[src/hdl/riscv_decode_settings.svh]
`ifndef RISCV_DECODE_SETTINGS_SVH
`define RISCV_DECODE_SETTINGS_SVH

// Major opcodes, inst[6:2]
`define OPCODE_LUI      5'b01101
`define OPCODE_AUIPC    5'b00101
`define OPCODE_JAL      5'b11011
`define OPCODE_JALR     5'b11001
`define OPCODE_BRANCH   5'b11000
`define OPCODE_LOAD     5'b00000
`define OPCODE_STORE    5'b01000
`define OPCODE_ARITH_I  5'b00100
`define OPCODE_ARITH_R  5'b01100
`define OPCODE_FENCE    5'b00011
`define OPCODE_SYSTEM   5'b11100

`define BR_BEQ          3'b000
`define BR_BNE          3'b001
`define BR_BLT          3'b100
`define BR_BGE          3'b101
`define BR_BLTU         3'b110
`define BR_BGEU         3'b111

`define F3_LB           3'b000
`define F3_LH           3'b001
`define F3_LW           3'b010
`define F3_LBU          3'b100
`define F3_LHU          3'b101

`define F3_SB           3'b000
`define F3_SH           3'b001
`define F3_SW           3'b010

`define F3_SLTIU        3'b011
`define F3_SRLI_SRAI    3'b101

`define F3_ADD_SUB      3'b000
`define F3_SLTU         3'b011
`define F3_SRL_SRA      3'b101

`define F7_BASE         7'b0000000
`define F7_ALT          7'b0100000  // SUB, SRA, SRAI

// Decoded class codes
`define CLASS_NONE      4'd0
`define CLASS_LUI       4'd1
`define CLASS_AUIPC     4'd2
`define CLASS_JAL       4'd3
`define CLASS_JALR      4'd4
`define CLASS_BRANCH    4'd5
`define CLASS_LOAD      4'd6
`define CLASS_STORE     4'd7
`define CLASS_ARITH_I   4'd8
`define CLASS_ARITH_R   4'd9

`define ALU_OP_ADD      2'b00
`define ALU_OP_BRANCH   2'b01
`define ALU_OP_FUNCT    2'b10
`define ALU_OP_PASS     2'b11

`define RF_SEL_ALU      2'b00
`define RF_SEL_PC_IMM   2'b01
`define RF_SEL_PC_LINK  2'b10

`define SIZE_WORD       2'b00
`define SIZE_HALF       2'b01
`define SIZE_BYTE       2'b10

`endif

[src/hdl/riscv_decode_pkg.sv]
package riscv_decode_pkg;

    // Raw instruction word
    typedef logic [31:0] inst_t;

    // Fields sliced from the instruction
    typedef logic [4:0] opcode_t;   // inst[6:2]
    typedef logic [2:0] funct3_t;   // inst[14:12]
    typedef logic [6:0] funct7_t;   // inst[31:25]

    // Decoded class code
    typedef logic [3:0] inst_class_t;

    // Control field encodings
    typedef logic [1:0] alu_op_t;
    typedef logic [1:0] rf_sel_t;
    typedef logic [1:0] access_size_t;

endpackage

[src/hdl/control_table.sv]
`include "riscv_decode_settings.svh"

module control_table
(
    input  logic                          clk,
    input  logic                          rst,
    input  riscv_decode_pkg::inst_class_t inst_class,
    input  logic                          funct_legal,
    input  logic                          pc_en_next,
    output logic                          pc_en,
    output logic                          branch,
    output logic                          jump,
    output logic                          mem_read,
    output logic                          mem_to_reg,
    output logic                          mem_write,
    output logic                          alu_src,
    output logic                          reg_write,
    output riscv_decode_pkg::alu_op_t     alu_op,
    output riscv_decode_pkg::rf_sel_t     rf_mux_sel
);

    import riscv_decode_pkg::*;

    logic    branch_d;
    logic    jump_d;
    logic    mem_read_d;
    logic    mem_to_reg_d;
    logic    mem_write_d;
    logic    alu_src_d;
    logic    reg_write_d;
    alu_op_t alu_op_d;
    rf_sel_t rf_mux_sel_d;

    always_comb
    begin
        branch_d     = 1'b0;
        jump_d       = 1'b0;
        mem_read_d   = 1'b0;
        mem_to_reg_d = 1'b0;
        mem_write_d  = 1'b0;
        alu_src_d    = 1'b0;
        reg_write_d  = 1'b0;
        alu_op_d     = `ALU_OP_ADD;
        rf_mux_sel_d = `RF_SEL_ALU;

        if (funct_legal)
        begin
            case (inst_class)
                `CLASS_LUI:
                begin
                    alu_op_d    = `ALU_OP_PASS;  // Immediate straight through
                    alu_src_d   = 1'b1;
                    reg_write_d = 1'b1;
                end
                `CLASS_AUIPC:
                begin
                    alu_op_d     = `ALU_OP_FUNCT;
                    alu_src_d    = 1'b1;
                    reg_write_d  = 1'b1;
                    rf_mux_sel_d = `RF_SEL_PC_IMM;
                end
                `CLASS_JAL:
                begin
                    branch_d     = 1'b1;  // Target from PC + imm
                    jump_d       = 1'b1;
                    alu_src_d    = 1'b1;
                    reg_write_d  = 1'b1;
                    rf_mux_sel_d = `RF_SEL_PC_LINK;
                end
                `CLASS_JALR:
                begin
                    jump_d       = 1'b1;
                    alu_src_d    = 1'b1;
                    reg_write_d  = 1'b1;
                    rf_mux_sel_d = `RF_SEL_PC_LINK;
                end
                `CLASS_BRANCH:
                begin
                    branch_d = 1'b1;
                    alu_op_d = `ALU_OP_BRANCH;
                end
                `CLASS_LOAD:
                begin
                    mem_read_d   = 1'b1;
                    mem_to_reg_d = 1'b1;
                    alu_src_d    = 1'b1;
                    reg_write_d  = 1'b1;
                end
                `CLASS_STORE:
                begin
                    mem_write_d = 1'b1;
                    alu_src_d   = 1'b1;
                end
                `CLASS_ARITH_I:
                begin
                    alu_src_d   = 1'b1;
                    reg_write_d = 1'b1;
                end
                `CLASS_ARITH_R:
                begin
                    alu_op_d    = `ALU_OP_FUNCT;
                    reg_write_d = 1'b1;
                end
                default:
                    alu_op_d = `ALU_OP_ADD;
            endcase
        end
    end

    always_ff @(posedge clk)
    begin
        if (rst)
        begin
            pc_en      <= 1'b0;
            branch     <= 1'b0;
            jump       <= 1'b0;
            mem_read   <= 1'b0;
            mem_to_reg <= 1'b0;
            mem_write  <= 1'b0;
            alu_src    <= 1'b0;
            reg_write  <= 1'b0;
            alu_op     <= `ALU_OP_ADD;
            rf_mux_sel <= `RF_SEL_ALU;
        end
        else
        begin
            pc_en      <= pc_en_next;  // Not masked by funct_legal
            branch     <= branch_d;
            jump       <= jump_d;
            mem_read   <= mem_read_d;
            mem_to_reg <= mem_to_reg_d;
            mem_write  <= mem_write_d;
            alu_src    <= alu_src_d;
            reg_write  <= reg_write_d;
            alu_op     <= alu_op_d;
            rf_mux_sel <= rf_mux_sel_d;
        end
    end

endmodule

[src/hdl/inst_classifier.sv]
`include "riscv_decode_settings.svh"

module inst_classifier
(
    input  riscv_decode_pkg::inst_t       inst,
    output riscv_decode_pkg::inst_class_t inst_class,
    output logic                          funct_legal,
    output logic                          pc_en_next
);

    import riscv_decode_pkg::*;

    opcode_t opcode;
    funct3_t funct3;
    funct7_t funct7;
    logic    f7_known;

    assign opcode = inst[6:2];  // inst[1:0] ignored
    assign funct3 = inst[14:12];
    assign funct7 = inst[31:25];

    assign f7_known = (funct7 == `F7_BASE) || (funct7 == `F7_ALT);

    always_comb
    begin
        case (opcode)
            `OPCODE_LUI:     inst_class = `CLASS_LUI;
            `OPCODE_AUIPC:   inst_class = `CLASS_AUIPC;
            `OPCODE_JAL:     inst_class = `CLASS_JAL;
            `OPCODE_JALR:    inst_class = `CLASS_JALR;
            `OPCODE_BRANCH:  inst_class = `CLASS_BRANCH;
            `OPCODE_LOAD:    inst_class = `CLASS_LOAD;
            `OPCODE_STORE:   inst_class = `CLASS_STORE;
            `OPCODE_ARITH_I: inst_class = `CLASS_ARITH_I;
            `OPCODE_ARITH_R: inst_class = `CLASS_ARITH_R;
            `OPCODE_FENCE,
            `OPCODE_SYSTEM:  inst_class = `CLASS_NONE;  // Decoded as no-op
            default:         inst_class = `CLASS_NONE;
        endcase
    end

    // PC keeps running for any known class, legal funct or not
    assign pc_en_next = (inst_class != `CLASS_NONE);

    always_comb
    begin
        case (inst_class)
            `CLASS_LUI,
            `CLASS_AUIPC,
            `CLASS_JAL,
            `CLASS_JALR:
                funct_legal = 1'b1;
            `CLASS_BRANCH:
                case (funct3)
                    `BR_BEQ, `BR_BNE, `BR_BLT,
                    `BR_BGE, `BR_BLTU, `BR_BGEU:
                        funct_legal = 1'b1;
                    default:
                        funct_legal = 1'b0;
                endcase
            `CLASS_LOAD:
                case (funct3)
                    `F3_LB, `F3_LH, `F3_LW, `F3_LBU, `F3_LHU:
                        funct_legal = 1'b1;
                    default:
                        funct_legal = 1'b0;
                endcase
            `CLASS_STORE:
                case (funct3)
                    `F3_SB, `F3_SH, `F3_SW:
                        funct_legal = 1'b1;
                    default:
                        funct_legal = 1'b0;
                endcase
            `CLASS_ARITH_I:
                funct_legal = (funct3 != `F3_SRLI_SRAI) || f7_known;  // Shift right only
            `CLASS_ARITH_R:
                funct_legal = ((funct3 != `F3_ADD_SUB) && (funct3 != `F3_SRL_SRA))
                              || f7_known;
            default:
                funct_legal = 1'b0;
        endcase
    end

endmodule

[src/hdl/operand_attr.sv]
`include "riscv_decode_settings.svh"

module operand_attr
(
    input  logic                           clk,
    input  logic                           rst,
    input  riscv_decode_pkg::inst_class_t  inst_class,
    input  logic                           funct_legal,
    input  riscv_decode_pkg::funct3_t      funct3,
    output logic                           signed_inst,
    output riscv_decode_pkg::access_size_t au_inst_sel
);

    import riscv_decode_pkg::*;

    logic         signed_d;
    access_size_t size_d;
    access_size_t f3_size;

    // Loads and stores share the size encoding in funct3[1:0]
    always_comb
    begin
        case (funct3)
            `F3_LB, `F3_LBU: f3_size = `SIZE_BYTE;
            `F3_LH, `F3_LHU: f3_size = `SIZE_HALF;
            default:         f3_size = `SIZE_WORD;
        endcase
    end

    always_comb
    begin
        signed_d = 1'b0;
        size_d   = `SIZE_WORD;

        if (funct_legal)
        begin
            signed_d = 1'b1;
            case (inst_class)
                `CLASS_BRANCH:
                    if ((funct3 == `BR_BLTU) || (funct3 == `BR_BGEU))
                        signed_d = 1'b0;
                `CLASS_LOAD:
                begin
                    if ((funct3 == `F3_LBU) || (funct3 == `F3_LHU))
                        signed_d = 1'b0;  // Zero extend
                    size_d = f3_size;
                end
                `CLASS_STORE:
                    size_d = f3_size;
                `CLASS_ARITH_R:
                    if (funct3 == `F3_SLTU)
                        signed_d = 1'b0;
                default:
                    size_d = `SIZE_WORD;  // SLTIU stays signed
            endcase
        end
    end

    always_ff @(posedge clk)
    begin
        if (rst)
        begin
            signed_inst <= 1'b0;
            au_inst_sel <= `SIZE_WORD;
        end
        else
        begin
            signed_inst <= signed_d;
            au_inst_sel <= size_d;
        end
    end

endmodule

[src/hdl/riscv_decode.sv]
module riscv_decode
(
    input  logic                           clk,
    input  logic                           rst,
    input  riscv_decode_pkg::inst_t        inst,
    output logic                           pc_en,
    output logic                           branch,
    output logic                           jump,
    output logic                           mem_read,
    output logic                           mem_to_reg,
    output logic                           mem_write,
    output logic                           alu_src,
    output logic                           reg_write,
    output riscv_decode_pkg::alu_op_t      alu_op,
    output riscv_decode_pkg::rf_sel_t      rf_mux_sel,
    output logic                           signed_inst,
    output riscv_decode_pkg::access_size_t au_inst_sel
);

    import riscv_decode_pkg::*;

    inst_class_t inst_class;
    logic        funct_legal;
    logic        pc_en_next;

    inst_classifier i_inst_classifier
    (
        .inst        (inst),
        .inst_class  (inst_class),
        .funct_legal (funct_legal),
        .pc_en_next  (pc_en_next)
    );

    control_table i_control_table
    (
        .clk         (clk),
        .rst         (rst),
        .inst_class  (inst_class),
        .funct_legal (funct_legal),
        .pc_en_next  (pc_en_next),
        .pc_en       (pc_en),
        .branch      (branch),
        .jump        (jump),
        .mem_read    (mem_read),
        .mem_to_reg  (mem_to_reg),
        .mem_write   (mem_write),
        .alu_src     (alu_src),
        .reg_write   (reg_write),
        .alu_op      (alu_op),
        .rf_mux_sel  (rf_mux_sel)
    );

    operand_attr i_operand_attr
    (
        .clk         (clk),
        .rst         (rst),
        .inst_class  (inst_class),
        .funct_legal (funct_legal),
        .funct3      (inst[14:12]),  // funct3 field
        .signed_inst (signed_inst),
        .au_inst_sel (au_inst_sel)
    );

endmodule

[config.mk]
export PLATFORM = sky130hd
export DESIGN_NAME = riscv_decode
export DESIGN_NICKNAME = d
export VERILOG_FILES = /design/src/hdl/riscv_decode_pkg.sv /design/src/hdl/control_table.sv /design/src/hdl/inst_classifier.sv /design/src/hdl/operand_attr.sv /design/src/hdl/riscv_decode.sv
export VERILOG_INCLUDE_DIRS = /design/src /design/src/hdl
export SDC_FILE = /design/constraint.sdc
export NUM_CORES = 1
export LEC_CHECK = 0
export BUFFER_PORTS_ARGS = -buffer_cell sky130_fd_sc_hd__clkbuf_2
export CAP_MARGIN = 20
export CORE_MARGIN = 2
export CORE_UTILIZATION = 42
export CTS_CLUSTER_DIAMETER = 40
export CTS_CLUSTER_SIZE = 24
export DETAILED_ROUTE_END_ITERATION = 12
export HOLD_SLACK_MARGIN = 0.02
export PLACE_DENSITY_LB_ADDON = 0.1
export SYNTH_ARGS = -nofsm -noshare
export SYNTH_HDL_FRONTEND = slang
export SYNTH_SLANG_ARGS = --single-unit
export TNS_END_PERCENT = 20
[constraint.sdc]
create_clock -name clk -period 2.7 [get_ports clk]
set_clock_uncertainty 0.1 [all_clocks]
set_input_delay 0.27 -clock clk [delete_from_list [all_inputs] [get_ports clk]]
set_output_delay 0.27 -clock clk [all_outputs]
set_load 0.03 [all_outputs]
Yosys cells after proc, flatten, opt, wreduce, memory -nomap -nowiden:

Memories as Yosys holds them, arrays and structs flattened.
Cells that the tools add are included.

* eq/ne operators: 18
* mux-type cells: 17
* bitwise operators: 2
* reductions and logical operators: 24

Operators by type and width (number)
* 4-bit by 3-bit == test with 1-bit output, second input constant: 4
* 2-bit OR reduction: 7
* 7-bit OR reduction: 2
* 3-bit == test, second input constant: 4
* 1-bit two-way mux: 12
* 4-bit by 2-bit == test with 1-bit output, second input constant: 2
* 4-bit == test, second input constant: 2
* 2-bit one-hot mux with 2 select lines: 2
* 7-bit by 6-bit == test with 1-bit output, second input constant: 1
* 7-bit logical NOT: 1
* 3-bit by 2-bit == test with 1-bit output, second input constant: 2
* 1-bit one-hot mux with 6 select lines: 1
* 2-bit one-hot mux with 3 select lines: 1
* 3-bit OR reduction: 2
* 6-bit OR reduction: 1
* 1-bit logical OR: 5
* 5-bit OR reduction: 1
* 4-bit by 1-bit == test with 1-bit output, second input constant: 1
* 4-bit nonzero test: 1
* 4-bit OR reduction: 1
* 3-bit by 1-bit == test with 1-bit output, second input constant: 1
* 3-bit logical NOT: 1
* 3-bit inequality test, second input constant: 1
* 1-bit one-hot mux with 3 select lines: 1
* other kinds (3): 4

* bits in registers: 14
* memory bits (read-only): 128
* bits of input ports: 34
* output and inout port bits: 15
* logic and storage cells: 73
* memories kept: 1

Memories
* (name not given): words 32, bits a word 4, rd ports 1, clocked after memory_dff 0, wr ports 0, line inst_classifier.sv:26 `case (opcode)`

Depth between registers and ports, before layout:

* depth after elaboration: 6
* gate-level depth with buffers: 8

Cells and area by module:

Synthesis repeated with hierarchy kept, for this count alone.

* cells, all modules: 99
* area total of the unflattened synthesis: 877.1 um^2

By module, submodules not included
* control_table: times used 1, cells each 43, area each 425.4 um^2
* inst_classifier: times used 1, cells each 39, area each 287.8 um^2
* operand_attr: times used 1, cells each 17, area each 163.9 um^2

Least setup slack after synthesis:

Ideal clock, no wire load.

* path type: input port to flip-flop
* from: input port inst[3]
* to: register i_operand_attr.au_inst_sel[0]
* library setup time: 135 ps
* arrival: 1865 ps
* required time: 2465 ps
* path slack: 599 ps
* cell stages on the path: 8
* buffers on the path: 0
* cell sequence: inv_1 > ha_1 > or2b_4 > o211ai_2 > nor3_1 > a22o_1 > o31ai_4 > nor4b_1

* longest elaborated chain between the ends: 6

Ends and longest elaborated chain
* start, declared: line riscv_decode.sv:5 `input riscv_decode_pkg::inst_t inst,`
* memory read 32 x 4 bit *
* 4-bit by 1-bit == test with 1-bit output (tied with other cells): line inst_classifier.sv:47 `case (inst_class)`
* 4-bit OR reduction: line inst_classifier.sv:47
* 1-bit one-hot mux with 6 select lines: line inst_classifier.sv:47
* 1-bit NOT (no source line)
* 3-bit OR reduction (no source line) *
* end signal, assigned: line operand_attr.sv:64 `` au_inst_sel <= `SIZE_WORD; ``
* end signal, assigned: line operand_attr.sv:69 `au_inst_sel <= size_d;`
* end, declared: line operand_attr.sv:11 `output riscv_decode_pkg::access_size_t au_inst_sel`

Every way passes the cells marked *; elsewhere a longest branch is shown, timed or not.
A chain may end at the register's enable or synchronous reset.

Worst setup path in the final report:

Same ends and word-level chain as after synthesis.

==> flow_summary.ini <==
[pwr]
pwr_density_cell_nw_per_um2 = 420
power_uw = 429
leakagePower_nw = 0.467
peakVddDrop_uv = 181

[drt]
wire_per_inst_um = 11.5
ant_nets = 0
num_vias = 816
viasPerCell = 5.33
routed_wl_um = 1760
dr.first_iter.drc_count = 13
drt_first_pass_iters = 4
drc = 0

[synth]
ys_ff_latch = 14
syn_area_um2 = 835
synth-edff-count = 0
synth_xor_area_share_pct = 0
netlist_instances = 96
synth_flop_cell = dfxtp_1
yosys_warnings = 0
muxShareOfSynthArea_pct = 1.20
synth_top_cell_by_area = dfxtp_1
synth_top_area_share_pct = 33.6
async_flop_share_pct = 0
ys_top_cells_by_area = dfxtp_1 34%, a21oi_1 4.8%, ha_1 4.5%
syn_avg_cell_area_um2 = 8.69
synth.yosys.seq_area_share_pct = 33.6
yosys.cell_types.count = 42
synth-compound-area-share_pct = 27.3
syn_nets = 133
yosys.area_share.simple_pct = 28.5
synthAdderAreaFrac_pct = 4.50
synth_top_family_by_area = simple AND/OR/NAND/NOR gates

[cts]
cts_buffers = 3
clockBufferDepth = 2
cts_resized = 0
cts_sinks = 14
root_buffer = clkbuf_4
cts_max_level = 1
post_cts.repair.setup_buffers = 0
cts_tree = done
clkTransAtPathRegs_ns = 0.07
cts_hold_buf = 0

[flow_run]
cap_violations = 0

[finish]
diodes = 0
mostFrequentLayoutCells = 30 x clkbuf_2, 14 x dfxtp_1, 8 x a21oi_1
fin_nets = 165
syn_to_final_growth_pct = 22.5
drive_gt1_share_pct = 34.1
top_regs = i_control_table.alu_op x2, i_control_table.rf_mux_sel x2, i_operand_attr.au_inst_sel x2
final_common_cell = clkbuf_2

[sta]
rsz0062_at_grt = false
tightest_slew_ns = 0.461
maxSlewHeadroom_pct = 69.3
fmax_mhz = 462
hold_viol = 0
min_period_ns = 2.16
holdWs_ns = 0.0865
setup_tns_ns = 0
fin_crit_sh_pct = 80.1
maxSlewViolCount = 0
setup_violations = 0

[grt]
antenna_found_initial = 0
grt_first_pass_wirelength_um = 3130
grt_overflow_total = 0
grt_max_degree = 12
grt.total_usage_pct = 16.6
grt_pass1_vias = 734

[setup_path]
cp.required_ns = 2.74
worstSetupStartpointType = input pin
critPathMaxFanout = 10
arrival_ns = 2.20
cp-end-kind = register
critical_path_class = in -> reg

[floorplanning]
core_area_um2 = 1920
die_w_um = 48.6
start_util_pct = 43.4
die_y_um = 48.6
fp-row-count = 16
die-area_um2 = 2360
boundaryPins = 49

[placement]
globalplace.congestion = 0.841
dp_hpwl_um = 1410
port_buffers = 30

[run_status]
run_status = finished clean

[worst_hold_path]
hold_path.class = in -> reg
==> routing by layer <==
layer	vias to the layer above	GRT usage (%)	wire, um
li1	424	-	-
met1	362	19.7	790
met2	25	29.4	842
met3	5	1.23	78
met4	0	10.0	44
met5	-	0	0
==> layout make-up <==
cell class / instances / area, um^2
clock buffer: 3 / 22.5
fill: 197 / 900
inverter: 4 / 15.0
multi-input combinational: 74 / 513
sequential: 14 / 280
tap: 27 / 33.8
timing repair buffer: 31 / 158
==> final timing paths <==
check | startpoint | to | slack, ns | cells past startpoint
max | inst[3] | i_operand_attr.au_inst_sel[0] | 0.54 | 9
min | rst | i_control_table.pc_en | 0.09 | 2
==> where the power goes <==
part           switching [mW]  total (mW)  internal, mW
clock                  0.0549       0.107        0.0516
combinational          0.0689       0.108        0.0387
sequential            0.00148       0.215         0.214
==> synth_stat cells, types with 2 or more instances <==
| cell type | number |
|---|---|
| and2_1 | 3 |
| nor2_1 | 7 |
| a41o_1 | 2 |
| a21oi_2 | 2 |
| nor3_1 | 5 |
| a211oi_1 | 2 |
| dfxtp_1 | 14 |
| nand2_1 | 7 |
| inv_1 | 4 |
| nor4_1 | 2 |
| nand3_1 | 2 |
| a31oi_1 | 2 |
| a21oi_1 | 8 |
| nand2b_1 | 3 |
| ha_1 | 3 |
| clkbuf_1 | 2 |
| o21ai_1 | 2 |
| and3_1 | 2 |
==> per-stage QoR <==
| stage | cells | utilization (%) | instance area [um^2] | setup slack (ns) |
|---|---|---|---|---|
| final | 153 | 53.2 | 1020 | 0.537 |
| after global routing | 153 | 53.2 | 1020 | 0.362 |
| after CTS | 153 | 53.2 | 1020 | 0.536 |
| after detailed placement | 150 | 52.0 | 1000 | 0.268 |
| after global placement | 150 | 52.0 | 1000 | 0.311 |
| after floorplan | 96 | - | 835 | 0.599 |
==> logic make-up (layout without fill, tap and decap cells) <==
logic type | after synthesis | count (layout)
compound gates | 29 | 29
fa+ha+maj | 3 | 3
buf+inv | 8 | 38
flops | 14 | 14
mux | 1 | 1
simple gates | 41 | 41
==> critical path, stage by stage <==
cell	delay, ns
clkbuf_2	0.10
inv_1	0.10
ha_1	0.22
or2b_4	0.32
a21oi_2	0.19
or2_1	0.23
a31oi_1	0.18
o31ai_4	0.50
nor4b_1	0.10
No activity file was read; power rests on OpenSTA's default activity.
